$ cat src/source/fu_pkg.sv
package fu_pkg;

	// ========================================================================
	// Widths and sizes
	// ========================================================================

	// Operand and result width, the sign operations work on bit 63
	localparam int WID = 64;

	// Operation queue between the issue port and the execution unit
	localparam int QUEUE_DEPTH = 4;
	localparam int QUEUE_PTR_W = 2;
	// Occupancy needs one more bit than a pointer so that full can be told from empty
	localparam int QUEUE_CNT_W = QUEUE_PTR_W + 1;

	// Worst case multiply iterations, one per multiplier bit
	localparam int MUL_STEPS = 64;
	localparam int MUL_CNT_W = 7;

	// ========================================================================
	// Operation encodings
	// ========================================================================

	// Operations arrive already decoded from the issue stage
	typedef enum logic [3:0] {
		OP_ADD    = 4'd0,
		OP_AND    = 4'd1,
		OP_OR     = 4'd2,
		OP_EOR    = 4'd3,
		OP_SUB    = 4'd4,
		OP_MAJ    = 4'd5,
		OP_CMP    = 4'd6,
		OP_CMPU   = 4'd7,
		OP_CMOVZ  = 4'd8,
		OP_CMOVNZ = 4'd9,
		OP_FABS   = 4'd10,
		OP_FNEG   = 4'd11,
		OP_SGNJ   = 4'd12,
		OP_SGNJX  = 4'd13,
		OP_MUL    = 4'd14
	} op_t;

	// How the first result is merged with the third operand
	typedef enum logic [1:0] {
		CMB_AND = 2'd0,
		CMB_OR  = 2'd1,
		CMB_EOR = 2'd2,
		CMB_ADD = 2'd3
	} cmb_t;

	// Issue side receiver states
	typedef enum logic {
		ISS_IDLE = 1'b0,
		ISS_DROP = 1'b1
	} iss_state_t;

	// Execution unit states
	typedef enum logic [1:0] {
		EX_IDLE = 2'd0,
		EX_BUSY = 2'd1,
		EX_HOLD = 2'd2,
		EX_DROP = 2'd3
	} ex_state_t;

endpackage
$ cat src/source/fu_top.sv
module fu_top (
	input  logic                   clk,
	input  logic                   rst,
	input  logic                   issue_req,
	input  fu_pkg::op_t            issue_op,
	input  fu_pkg::cmb_t           issue_cmb,
	input  logic [fu_pkg::WID-1:0] issue_a,
	input  logic [fu_pkg::WID-1:0] issue_b,
	input  logic [fu_pkg::WID-1:0] issue_c,
	output logic                   issue_ack,
	output logic                   result_req,
	input  logic                   result_ack,
	output logic [fu_pkg::WID-1:0] result_data
);

	// Queue write side
	logic                   wr_en;
	fu_pkg::op_t            wr_op;
	fu_pkg::cmb_t           wr_cmb;
	logic [fu_pkg::WID-1:0] wr_a;
	logic [fu_pkg::WID-1:0] wr_b;
	logic [fu_pkg::WID-1:0] wr_c;
	logic                   full;

	// Queue read side
	logic                   rd_en;
	logic                   empty;
	fu_pkg::op_t            rd_op;
	fu_pkg::cmb_t           rd_cmb;
	logic [fu_pkg::WID-1:0] rd_a;
	logic [fu_pkg::WID-1:0] rd_b;
	logic [fu_pkg::WID-1:0] rd_c;

	issue_port u_issue_port (
		.clk(clk), .rst(rst),
		.issue_req(issue_req), .issue_op(issue_op), .issue_cmb(issue_cmb),
		.issue_a(issue_a), .issue_b(issue_b), .issue_c(issue_c),
		.full(full), .issue_ack(issue_ack),
		.wr_en(wr_en), .wr_op(wr_op), .wr_cmb(wr_cmb),
		.wr_a(wr_a), .wr_b(wr_b), .wr_c(wr_c)
	);

	op_queue u_op_queue (
		.clk(clk), .rst(rst),
		.wr_en(wr_en), .wr_op(wr_op), .wr_cmb(wr_cmb),
		.wr_a(wr_a), .wr_b(wr_b), .wr_c(wr_c),
		.rd_en(rd_en), .full(full), .empty(empty),
		.rd_op(rd_op), .rd_cmb(rd_cmb), .rd_a(rd_a), .rd_b(rd_b), .rd_c(rd_c)
	);

	exec_unit u_exec_unit (
		.clk(clk), .rst(rst),
		.empty(empty), .rd_op(rd_op), .rd_cmb(rd_cmb),
		.rd_a(rd_a), .rd_b(rd_b), .rd_c(rd_c), .rd_en(rd_en),
		.result_req(result_req), .result_ack(result_ack), .result_data(result_data)
	);

endmodule

$ cat src/source/exec_unit.sv
module exec_unit (
	input  logic                   clk,
	input  logic                   rst,
	input  logic                   empty,
	input  fu_pkg::op_t            rd_op,
	input  fu_pkg::cmb_t           rd_cmb,
	input  logic [fu_pkg::WID-1:0] rd_a,
	input  logic [fu_pkg::WID-1:0] rd_b,
	input  logic [fu_pkg::WID-1:0] rd_c,
	output logic                   rd_en,
	output logic                   result_req,
	input  logic                   result_ack,
	output logic [fu_pkg::WID-1:0] result_data
);

	fu_pkg::ex_state_t      state;
	logic [fu_pkg::WID-1:0] logic_y;
	logic [fu_pkg::WID-1:0] mul_product;
	logic                   mul_start;
	logic                   mul_done;

	// ========================================================================
	// Compute units
	// ========================================================================

	// Works straight off the queue head, so the result is ready at the pop edge
	op_logic u_op_logic (
		.op  (rd_op),
		.cmb (rd_cmb),
		.a   (rd_a),
		.b   (rd_b),
		.c   (rd_c),
		.y   (logic_y)
	);

	iter_mul u_iter_mul (
		.clk      (clk),
		.rst      (rst),
		.start    (mul_start),
		.a        (rd_a),
		.b        (rd_b),
		.product  (mul_product),
		.mul_done (mul_done)
	);

	// ========================================================================
	// Control
	// ========================================================================

	// Pop whenever idle and something is waiting
	assign rd_en = (state == fu_pkg::EX_IDLE) && !empty;

	// Multiply operands are taken on the pop edge
	assign mul_start = rd_en && (rd_op == fu_pkg::OP_MUL);

	assign result_req = (state == fu_pkg::EX_HOLD);

	always_ff @(posedge clk) begin
		if (rst) begin
			state <= fu_pkg::EX_IDLE;
		end else begin
			case (state)
				fu_pkg::EX_IDLE: begin
					if (rd_en)
						state <= mul_start ? fu_pkg::EX_BUSY : fu_pkg::EX_HOLD;
				end
				fu_pkg::EX_BUSY: begin
					if (mul_done)
						state <= fu_pkg::EX_HOLD;
				end
				fu_pkg::EX_HOLD: begin
					// Request drops the cycle after the acknowledge is seen
					if (result_ack)
						state <= fu_pkg::EX_DROP;
				end
				fu_pkg::EX_DROP: begin
					// Four-phase return, next pop only after ack is back low
					if (!result_ack)
						state <= fu_pkg::EX_IDLE;
				end
				default: state <= fu_pkg::EX_IDLE;
			endcase
		end
	end

	// Result holds still from capture until the next capture, covering the request phase
	always_ff @(posedge clk) begin
		if (rd_en && !mul_start)
			result_data <= logic_y;
		else if (state == fu_pkg::EX_BUSY && mul_done)
			result_data <= mul_product;
	end

endmodule

$ cat src/source/iter_mul.sv
module iter_mul (
	input  logic                   clk,
	input  logic                   rst,
	input  logic                   start,
	input  logic [fu_pkg::WID-1:0] a,
	input  logic [fu_pkg::WID-1:0] b,
	output logic [fu_pkg::WID-1:0] product,
	output logic                   mul_done
);

	logic [fu_pkg::WID-1:0]       mcand;
	logic [fu_pkg::WID-1:0]       mplier;
	logic [fu_pkg::WID-1:0]       acc;
	logic [fu_pkg::MUL_CNT_W-1:0] step_cnt;
	logic                         busy;

	assign product = acc;

	// Control state
	// The run ends on the first busy cycle that finds no multiplier bits left
	always_ff @(posedge clk) begin
		if (rst) begin
			busy     <= 1'b0;
			mul_done <= 1'b0;
			step_cnt <= '0;
		end else begin
			mul_done <= 1'b0;
			if (start) begin
				busy     <= 1'b1;
				step_cnt <= '0;
			end else if (busy) begin
				if (mplier == 0 || step_cnt == fu_pkg::MUL_STEPS) begin
					busy     <= 1'b0;
					mul_done <= 1'b1;
				end else begin
					step_cnt <= step_cnt + 1'b1;
				end
			end
		end
	end

	// Datapath, one multiplier bit retired per cycle
	// Bits shifted past the top of mcand fall out, leaving the low half of the product
	always_ff @(posedge clk) begin
		if (start) begin
			mcand  <= a;
			mplier <= b;
			acc    <= '0;
		end else if (busy && mplier != 0) begin
			if (mplier[0])
				acc <= acc + mcand;
			mcand  <= mcand << 1;
			mplier <= mplier >> 1;
		end
	end

endmodule

$ cat src/source/op_logic.sv
module op_logic (
	input  fu_pkg::op_t            op,
	input  fu_pkg::cmb_t           cmb,
	input  logic [fu_pkg::WID-1:0] a,
	input  logic [fu_pkg::WID-1:0] b,
	input  logic [fu_pkg::WID-1:0] c,
	output logic [fu_pkg::WID-1:0] y
);

	logic [fu_pkg::WID-1:0] first;
	logic [fu_pkg::WID-1:0] merged;
	logic [fu_pkg::WID-1:0] cmp_vec;
	logic                   eq;
	logic                   lt;
	logic                   le;
	logic                   a_nz;

	// ========================================================================
	// Compare
	// ========================================================================

	// Same equality for both compares, only the ordering depends on signedness
	always_comb begin
		eq = (a == b);
		if (op == fu_pkg::OP_CMP)
			lt = ($signed(a) < $signed(b));
		else
			lt = (a < b);
		le = lt | eq;
	end

	// Flags sit in the low three bits, the rest reads as zero
	assign cmp_vec = {{(fu_pkg::WID - 3){1'b0}}, le, lt, eq};

	// ========================================================================
	// First result and merge with c
	// ========================================================================

	always_comb begin
		case (op)
			fu_pkg::OP_ADD:  first = a + b;
			fu_pkg::OP_AND:  first = a & b;
			fu_pkg::OP_OR:   first = a | b;
			fu_pkg::OP_EOR:  first = a ^ b;
			fu_pkg::OP_CMP,
			fu_pkg::OP_CMPU: first = cmp_vec;
			default:         first = '0;
		endcase
	end

	// The combine selector applies to every opcode that forms a first result
	always_comb begin
		case (cmb)
			fu_pkg::CMB_AND: merged = first & c;
			fu_pkg::CMB_OR:  merged = first | c;
			fu_pkg::CMB_EOR: merged = first ^ c;
			fu_pkg::CMB_ADD: merged = first + c;
			default:         merged = first;
		endcase
	end

	// ========================================================================
	// Result select
	// ========================================================================

	assign a_nz = |a;

	always_comb begin
		case (op)
			fu_pkg::OP_ADD,
			fu_pkg::OP_AND,
			fu_pkg::OP_OR,
			fu_pkg::OP_EOR,
			fu_pkg::OP_CMP,
			fu_pkg::OP_CMPU:   y = merged;
			fu_pkg::OP_SUB:    y = a - b - c;
			// Each bit takes the value held by at least two of the three operands
			fu_pkg::OP_MAJ:    y = (a & b) | (a & c) | (b & c);
			// A nonzero a selects c for cmovz and b for cmovnz
			fu_pkg::OP_CMOVZ:  y = a_nz ? c : b;
			fu_pkg::OP_CMOVNZ: y = a_nz ? b : c;
			// Sign operations touch only the top bit of a double
			fu_pkg::OP_FABS:   y = {1'b0, a[fu_pkg::WID-2:0]};
			fu_pkg::OP_FNEG:   y = {~a[fu_pkg::WID-1], a[fu_pkg::WID-2:0]};
			fu_pkg::OP_SGNJ:   y = {a[fu_pkg::WID-1], b[fu_pkg::WID-2:0]};
			fu_pkg::OP_SGNJX:  y = {a[fu_pkg::WID-1] ^ b[fu_pkg::WID-1], b[fu_pkg::WID-2:0]};
			// Multiply comes from the iterative unit instead
			default:           y = '0;
		endcase
	end

endmodule

$ cat src/source/op_queue.sv
module op_queue (
	input  logic                   clk,
	input  logic                   rst,
	input  logic                   wr_en,
	input  fu_pkg::op_t            wr_op,
	input  fu_pkg::cmb_t           wr_cmb,
	input  logic [fu_pkg::WID-1:0] wr_a,
	input  logic [fu_pkg::WID-1:0] wr_b,
	input  logic [fu_pkg::WID-1:0] wr_c,
	input  logic                   rd_en,
	output logic                   full,
	output logic                   empty,
	output fu_pkg::op_t            rd_op,
	output fu_pkg::cmb_t           rd_cmb,
	output logic [fu_pkg::WID-1:0] rd_a,
	output logic [fu_pkg::WID-1:0] rd_b,
	output logic [fu_pkg::WID-1:0] rd_c
);

	// Entry storage, one array per field
	fu_pkg::op_t            q_op  [fu_pkg::QUEUE_DEPTH];
	fu_pkg::cmb_t           q_cmb [fu_pkg::QUEUE_DEPTH];
	logic [fu_pkg::WID-1:0] q_a   [fu_pkg::QUEUE_DEPTH];
	logic [fu_pkg::WID-1:0] q_b   [fu_pkg::QUEUE_DEPTH];
	logic [fu_pkg::WID-1:0] q_c   [fu_pkg::QUEUE_DEPTH];

	logic [fu_pkg::QUEUE_PTR_W-1:0] wr_ptr;
	logic [fu_pkg::QUEUE_PTR_W-1:0] rd_ptr;
	logic [fu_pkg::QUEUE_CNT_W-1:0] count;
	logic                           do_wr;
	logic                           do_rd;

	assign full  = (count == fu_pkg::QUEUE_DEPTH);
	assign empty = (count == 0);

	// A pop frees the head slot on the same edge, so a full queue can still take a write
	assign do_rd = rd_en && !empty;
	assign do_wr = wr_en && (!full || do_rd);

	// Head entry shows without waiting for a clock edge
	assign rd_op  = q_op[rd_ptr];
	assign rd_cmb = q_cmb[rd_ptr];
	assign rd_a   = q_a[rd_ptr];
	assign rd_b   = q_b[rd_ptr];
	assign rd_c   = q_c[rd_ptr];

	always_ff @(posedge clk) begin
		if (do_wr) begin
			q_op[wr_ptr]  <= wr_op;
			q_cmb[wr_ptr] <= wr_cmb;
			q_a[wr_ptr]   <= wr_a;
			q_b[wr_ptr]   <= wr_b;
			q_c[wr_ptr]   <= wr_c;
		end
	end

	// Pointers wrap on their own since the depth is a power of two
	always_ff @(posedge clk) begin
		if (rst) begin
			wr_ptr <= '0;
			rd_ptr <= '0;
			count  <= '0;
		end else begin
			if (do_wr)
				wr_ptr <= wr_ptr + 1'b1;
			if (do_rd)
				rd_ptr <= rd_ptr + 1'b1;
			// Occupancy is unchanged when a write and a pop coincide
			if (do_wr && !do_rd)
				count <= count + 1'b1;
			else if (do_rd && !do_wr)
				count <= count - 1'b1;
		end
	end

endmodule

$ cat src/source/issue_port.sv
module issue_port (
	input  logic                   clk,
	input  logic                   rst,
	input  logic                   issue_req,
	input  fu_pkg::op_t            issue_op,
	input  fu_pkg::cmb_t           issue_cmb,
	input  logic [fu_pkg::WID-1:0] issue_a,
	input  logic [fu_pkg::WID-1:0] issue_b,
	input  logic [fu_pkg::WID-1:0] issue_c,
	input  logic                   full,
	output logic                   issue_ack,
	output logic                   wr_en,
	output fu_pkg::op_t            wr_op,
	output fu_pkg::cmb_t           wr_cmb,
	output logic [fu_pkg::WID-1:0] wr_a,
	output logic [fu_pkg::WID-1:0] wr_b,
	output logic [fu_pkg::WID-1:0] wr_c
);

	fu_pkg::iss_state_t state;

	// The sender holds its fields stable for the whole transaction,
	// so they go to the queue as they are
	assign wr_op  = issue_op;
	assign wr_cmb = issue_cmb;
	assign wr_a   = issue_a;
	assign wr_b   = issue_b;
	assign wr_c   = issue_c;

	// Only the idle state can accept, and only with room in the queue
	// A request held high in ISS_DROP is never written again
	assign wr_en = (state == fu_pkg::ISS_IDLE) && issue_req && !full;

	// Acknowledge is high for exactly the time spent in ISS_DROP
	assign issue_ack = (state == fu_pkg::ISS_DROP);

	always_ff @(posedge clk) begin
		if (rst) begin
			state <= fu_pkg::ISS_IDLE;
		end else begin
			case (state)
				fu_pkg::ISS_IDLE: begin
					// While the queue is full the acknowledge is withheld
					if (issue_req && !full)
						state <= fu_pkg::ISS_DROP;
				end
				fu_pkg::ISS_DROP: begin
					// Wait for the sender to release its request
					if (!issue_req)
						state <= fu_pkg::ISS_IDLE;
				end
				default: state <= fu_pkg::ISS_IDLE;
			endcase
		end
	end

endmodule

$ cat config.mk
export PLATFORM = sky130hd
export DESIGN_NAME = fu_top
export DESIGN_NICKNAME = d
export VERILOG_FILES = /design/src/source/fu_pkg.sv /design/src/source/fu_top.sv /design/src/source/exec_unit.sv /design/src/source/iter_mul.sv /design/src/source/op_logic.sv /design/src/source/op_queue.sv /design/src/source/issue_port.sv
export SDC_FILE = /design/constraint.sdc
export NUM_CORES = 2
export LEC_CHECK = 0
export ABC_AREA = 1
export BUFFER_PORTS_ARGS = -buffer_cell sky130_fd_sc_hd__buf_2
export CAP_MARGIN = 20
export CORE_ASPECT_RATIO = 2
export CORE_UTILIZATION = 66
export DETAILED_ROUTE_END_ITERATION = 12
export MAX_ROUTING_LAYER = met4
export PLACE_DENSITY_LB_ADDON = 0.08
export SYNTH_ARGS = -nofsm -noshare
export SYNTH_HDL_FRONTEND = slang
export SYNTH_SLANG_ARGS = --single-unit
$ cat constraint.sdc
create_clock -name clk -period 21.3 [get_ports clk]
set_input_delay 1.065 -clock clk [delete_from_list [all_inputs] [get_ports clk]]
set_output_delay 1.065 -clock clk [all_outputs]
set_load 0.005 [all_outputs]
==> results of run 1 <==
[per-layer routing]
layer | GRT usage, % | GRT overflow
met2 | 90.45 | 2
met5 | - | -
met4 | 70.58 | 3
met1 | 66.14 | 0
met3 | 37.73 | 0
[logic make-up after synthesis]
group / Yosys count / synth area share, %
AO/OA/AOI/OAI: 1754 / 13.77
XOR/XNOR: 44 / 0.5237
adder cells (fa/ha/maj): 589 / 11.34
buffers and inverters: 1485 / 7.936
flip-flops: 1069 / 42.47
multiplexers: 1 / 0.01360
AND/OR/NAND/NOR: 4337 / 23.94
[stage by stage]
step                cell area (sq um)  utilization (%)  hold slack, ns
floorplan                       73580                -          0.4359
global placement                76460            69.40          0.4537
detailed placement              76470            69.40          0.4708
CTS                             79490            72.15          0.4829
[cells in the mapped netlist (8+ instances only)]
cell type,number,area (sq um)
a211oi_1,19,142.6
a21boi_0,14,105.1
a21o_1,32,240.2
a21oi_1,687,3438
a221oi_1,28,245.2
a31oi_1,27,168.9
a32oi_1,128,1121
and3_1,10,62.56
buf_1,30,112.6
buf_2,83,415.4
buf_6,18,202.7
clkbuf_1,189,709.4
dfxtp_1,85,1702
edfxtp_1,984,29550
fa_1,130,2603
ha_1,459,5743
inv_1,1144,4294
inv_2,10,37.54
nand2_1,2791,10480
nand3_1,612,3063
nand3b_1,25,187.7
nand4_1,70,437.9
nor2_1,691,2594
nor3_1,61,305.3
nor4_1,23,143.9
o211ai_1,58,435.4
o21a_1,33,247.7
o21ai_0,545,2728
o21ai_1,9,45.04
o21bai_1,63,473.0
o221ai_1,8,70.07
o22ai_1,89,556.8
or2_2,40,250.2
xnor2_1,22,192.7
xor2_1,22,192.7
==> results.cfg, run 1 <==
[synth]
syn-num-nets = 10070
synth_warnings = 0
synth_area_sq_mm = 0.07358
synth_edf_count = 984
async_flop_share_pct = 0
synth_ff_type = edfxtp_1
syn_avg_cell_area_sq_um = 7.930
ys_ff_latch = 1069
ys_types = 49
syn_inst = 9279
yosysSeqAreaShare_pct = 42.47

[placement]
place.gp.congestion = 1.354
dp_cells = 10830
hpwl_um = 246700
post-place-ws_ns = 10.99
port-buffer-count = 267

[grt]
first_global_vias = 76530
grt_usage_pct = 67.65
grt_max_degree = 200
grt_first_pass_wirelength_um = 528200
grt-ovfl-total = 5

[clock_network]
cts_max_level = 3
postCtsSetupRepairBufs = 0
cts_buffer_depth = 3
cts_resized = 0
cts_made_buffers = 90
cts_sinks = 1069
hold_buffers = 0
root_buffer = clkbuf_16

[die]
start_util_pct = 66.78
die_w_um = 238.1
ios = 268
fp.dieH_um = 474.2
floorplan.rows = 172

[status]
tool.error = [ERROR GRT-0116] Global routing finished with congestion. Check the congestion regions in the DRC Viewer.
failing_step = 5_1_grt
status = did not finish
==> inputs of run 2 (changes only) <==
--- a/config.mk
+++ b/config.mk
@@ -8,11 +8,9 @@
 export ABC_AREA = 1
 export BUFFER_PORTS_ARGS = -buffer_cell sky130_fd_sc_hd__buf_2
 export CAP_MARGIN = 20
-export CORE_ASPECT_RATIO = 2
-export CORE_UTILIZATION = 66
+export CORE_UTILIZATION = 40
 export DETAILED_ROUTE_END_ITERATION = 12
-export MAX_ROUTING_LAYER = met4
-export PLACE_DENSITY_LB_ADDON = 0.08
+export PLACE_DENSITY_LB_ADDON = 0.15
 export SYNTH_ARGS = -nofsm -noshare
 export SYNTH_HDL_FRONTEND = slang
 export SYNTH_SLANG_ARGS = --single-unit
==> run 2 against run 1 <==
- the flow now finishes, with violations (max-slew violations)
- synthesized cell count stayed put
- synthesized area unchanged
==> results.cfg, run 2 <==
[sta]
slew_headroom_pct = -0.5804
skew_ns = 0.08412
holdWs_ns = 0.4398
max_freq_mhz = 95.32
grt_setup_unrepaired = false
fin_crit_sh_pct = 49.25
setup_violations = 0
timing.final.ws_setup_ns = 10.81
hold_viol = 0
setup_tns_ns = 0
min_period_ns = 10.49
worstMarginPinSlew_ns = 1.509
slew_violations = 3

[clock_network]
root_buffer = clkbuf_16
cts_buffer_depth = 3
cts_sinks = 1069
cts_max_level = 3
cts_made_buffers = 114
cts_resized = 0
cts.clk_slew.worst_paths_ns = 0.06
cts_tree = done
clock_latency_ns = 0.84
hold_buffers = 0
postCtsSetupRepairBufs = 0

[routing]
viasPerCell = 5.679
wire_per_inst_um = 28.88
wirelength_um = 349800
dr.pass1.iters = 8
drcViolationCount = 0
num_vias = 68790
drtIter0Drc = 8229
final_antenna_net_count = 0

[synth]
synth_xor_area_share_pct = 0.5237
ys_types = 49
ys_ff_latch = 1069
yosys-mux-area-fraction_pct = 0.01360
synth_common_cells = 2791 x nand2_1, 1144 x inv_1, 984 x edfxtp_1
synth_edf_count = 984
yosysMostFrequentCell = nand2_1
synth_fa_ha_area_share_pct = 11.34
syn_avg_cell_area_sq_um = 7.930
synth-simple-area-share_pct = 23.94
netlist_top_cells_area = edfxtp_1 40%, nand2_1 14%, ha_1 7.8%
synth_area_sq_mm = 0.07358
synth_top_area_cell = edfxtp_1
synth_compound_area_share_pct = 13.77
syn-num-nets = 10070
syn_inst = 9279
async_flop_share_pct = 0
synth_ff_type = edfxtp_1
yosysSeqAreaShare_pct = 42.47
synth_warnings = 0
synth_top_family_by_area = simple AND/OR/NAND/NOR gates
synth.top_cell.area_share_pct = 40.16

[final_layout]
area_delta_synth_final_pct = 11.37
top_regs = u_op_queue.q_a: 256 flops, u_op_queue.q_b: 256 flops, u_op_queue.q_c: 256 flops
drive_gt1_share_pct = 7.300
mostFrequentLayoutCells = 2786 x nand2_1, 1142 x inv_1, 984 x edfxtp_1
num-fill-cells = 18350
layout_commonest_cell = nand2_1
nets = 10330

[die]
fp.dieH_um = 430.9
start_util_pct = 40.23
ios = 268
die_area_sq_mm = 0.1857
core_sq_mm = 0.1829
die_w_um = 430.9
floorplan.rows = 157

[setup_path]
startpoint_type = flop
required_ns = 21.85
path_delay_family = simple AND/OR/NAND/NOR gates
cp.arrival_ns = 11.04
crit_path_top_delay_cell = a32oi_1
critPathMaxFanout = 69
path_buf_inv = 9
r2r_cells = 33
path_class = flop to flop
endpoint_kind = flop
path_common_cell = nand3_1
cp_slowest_stage_delay_ns = 1.08
path_depth = 33

[placement]
hpwl_um = 279600
post-place-ws_ns = 11.29
place.gp.congestion = 1.091
port-buffer-count = 267

[grt]
grt-ovfl-total = 0
grt_max_degree = 165
grt_first_pass_wirelength_um = 480600
first_global_vias = 63860
antenna_found_initial = 34
grt_usage_pct = 36.83

[status]
status = complete, but fails checks
violations = max-slew violations

[hold_path]
hold_class = input port to flop
whs_path_depth = 1

[run]
cap_violations = 0
## run 2: cell counts after synthesis
Identical to the previous run, type by type.
## run 2: metrics by stage
step / utilization, % / cells / cell area (sq um)
floorplan: - / 9279 / 73580
detailed placement: 42.74 / 11880 / 78170
finish: 44.81 / 12110 / 81950
global route: 44.79 / 12100 / 81910
CTS: 44.78 / 12090 / 81890
global placement: 42.74 / 11880 / 78160
## run 2: final cells by class
class / count / area (sq um) / area share (%)
multi-input cells: 6725 / 36590 / 44.64
flip-flops and latches: 1069 / 31260 / 38.14
inverters: 1159 / 4379 / 5.344
well taps: 2464 / 3083 / 3.762
clock buffers: 143 / 2972 / 3.626
repair buffers: 465 / 2870 / 3.502
clock inverters: 69 / 755.7 / 0.9222
diodes: 19 / 47.55 / 0.05802
## run 2: cell families (layout without fill, tap and decap cells)
kind of cell / after synthesis / count (layout)
simple gates: 4337 / 4337
other cells: 0 / 19
flops: 1069 / 1069
fa+ha+maj: 589 / 589
buf+inv: 1485 / 1836
mux: 1 / 1
xor+xnor: 44 / 44
compound gates: 1754 / 1754
## run 2: path summary, 6_finish.rpt
kind,from,endpoint,slack [ns]
min,issue_a[56],u_op_queue.q_a[1][56]$_DFFE_PP_,0.44
max reg2reg,flop,u_exec_unit.result_data[45]$_DFFE_PP_,10.81
min reg2reg,u_exec_unit.u_iter_mul.product[3]$_SDFFE_PP0P_,u_exec_unit.u_iter_mul.product[3]$_SDFFE_PP0P_,0.48
max,flop,u_exec_unit.result_data[45]$_DFFE_PP_,10.81
## run 2: per-layer routing
| metal | vias to the layer above | global-route usage, % | part of all wire (%) |
|---|---|---|---|
| met1 | 33200 | 50.84 | 43 |
| met2 | 3419 | 52.89 | 41 |
| li1 | 31620 | - | - |
| met4 | 18 | 17.14 | 5.2 |
| met3 | 530 | 10.40 | 10 |
| met5 | - | 0.9888 | 0.14 |
Power of run 2 is left out: the tool's default activity adds up to more than one toggle a clock period on the data nets, which glitch-free logic cannot reach.
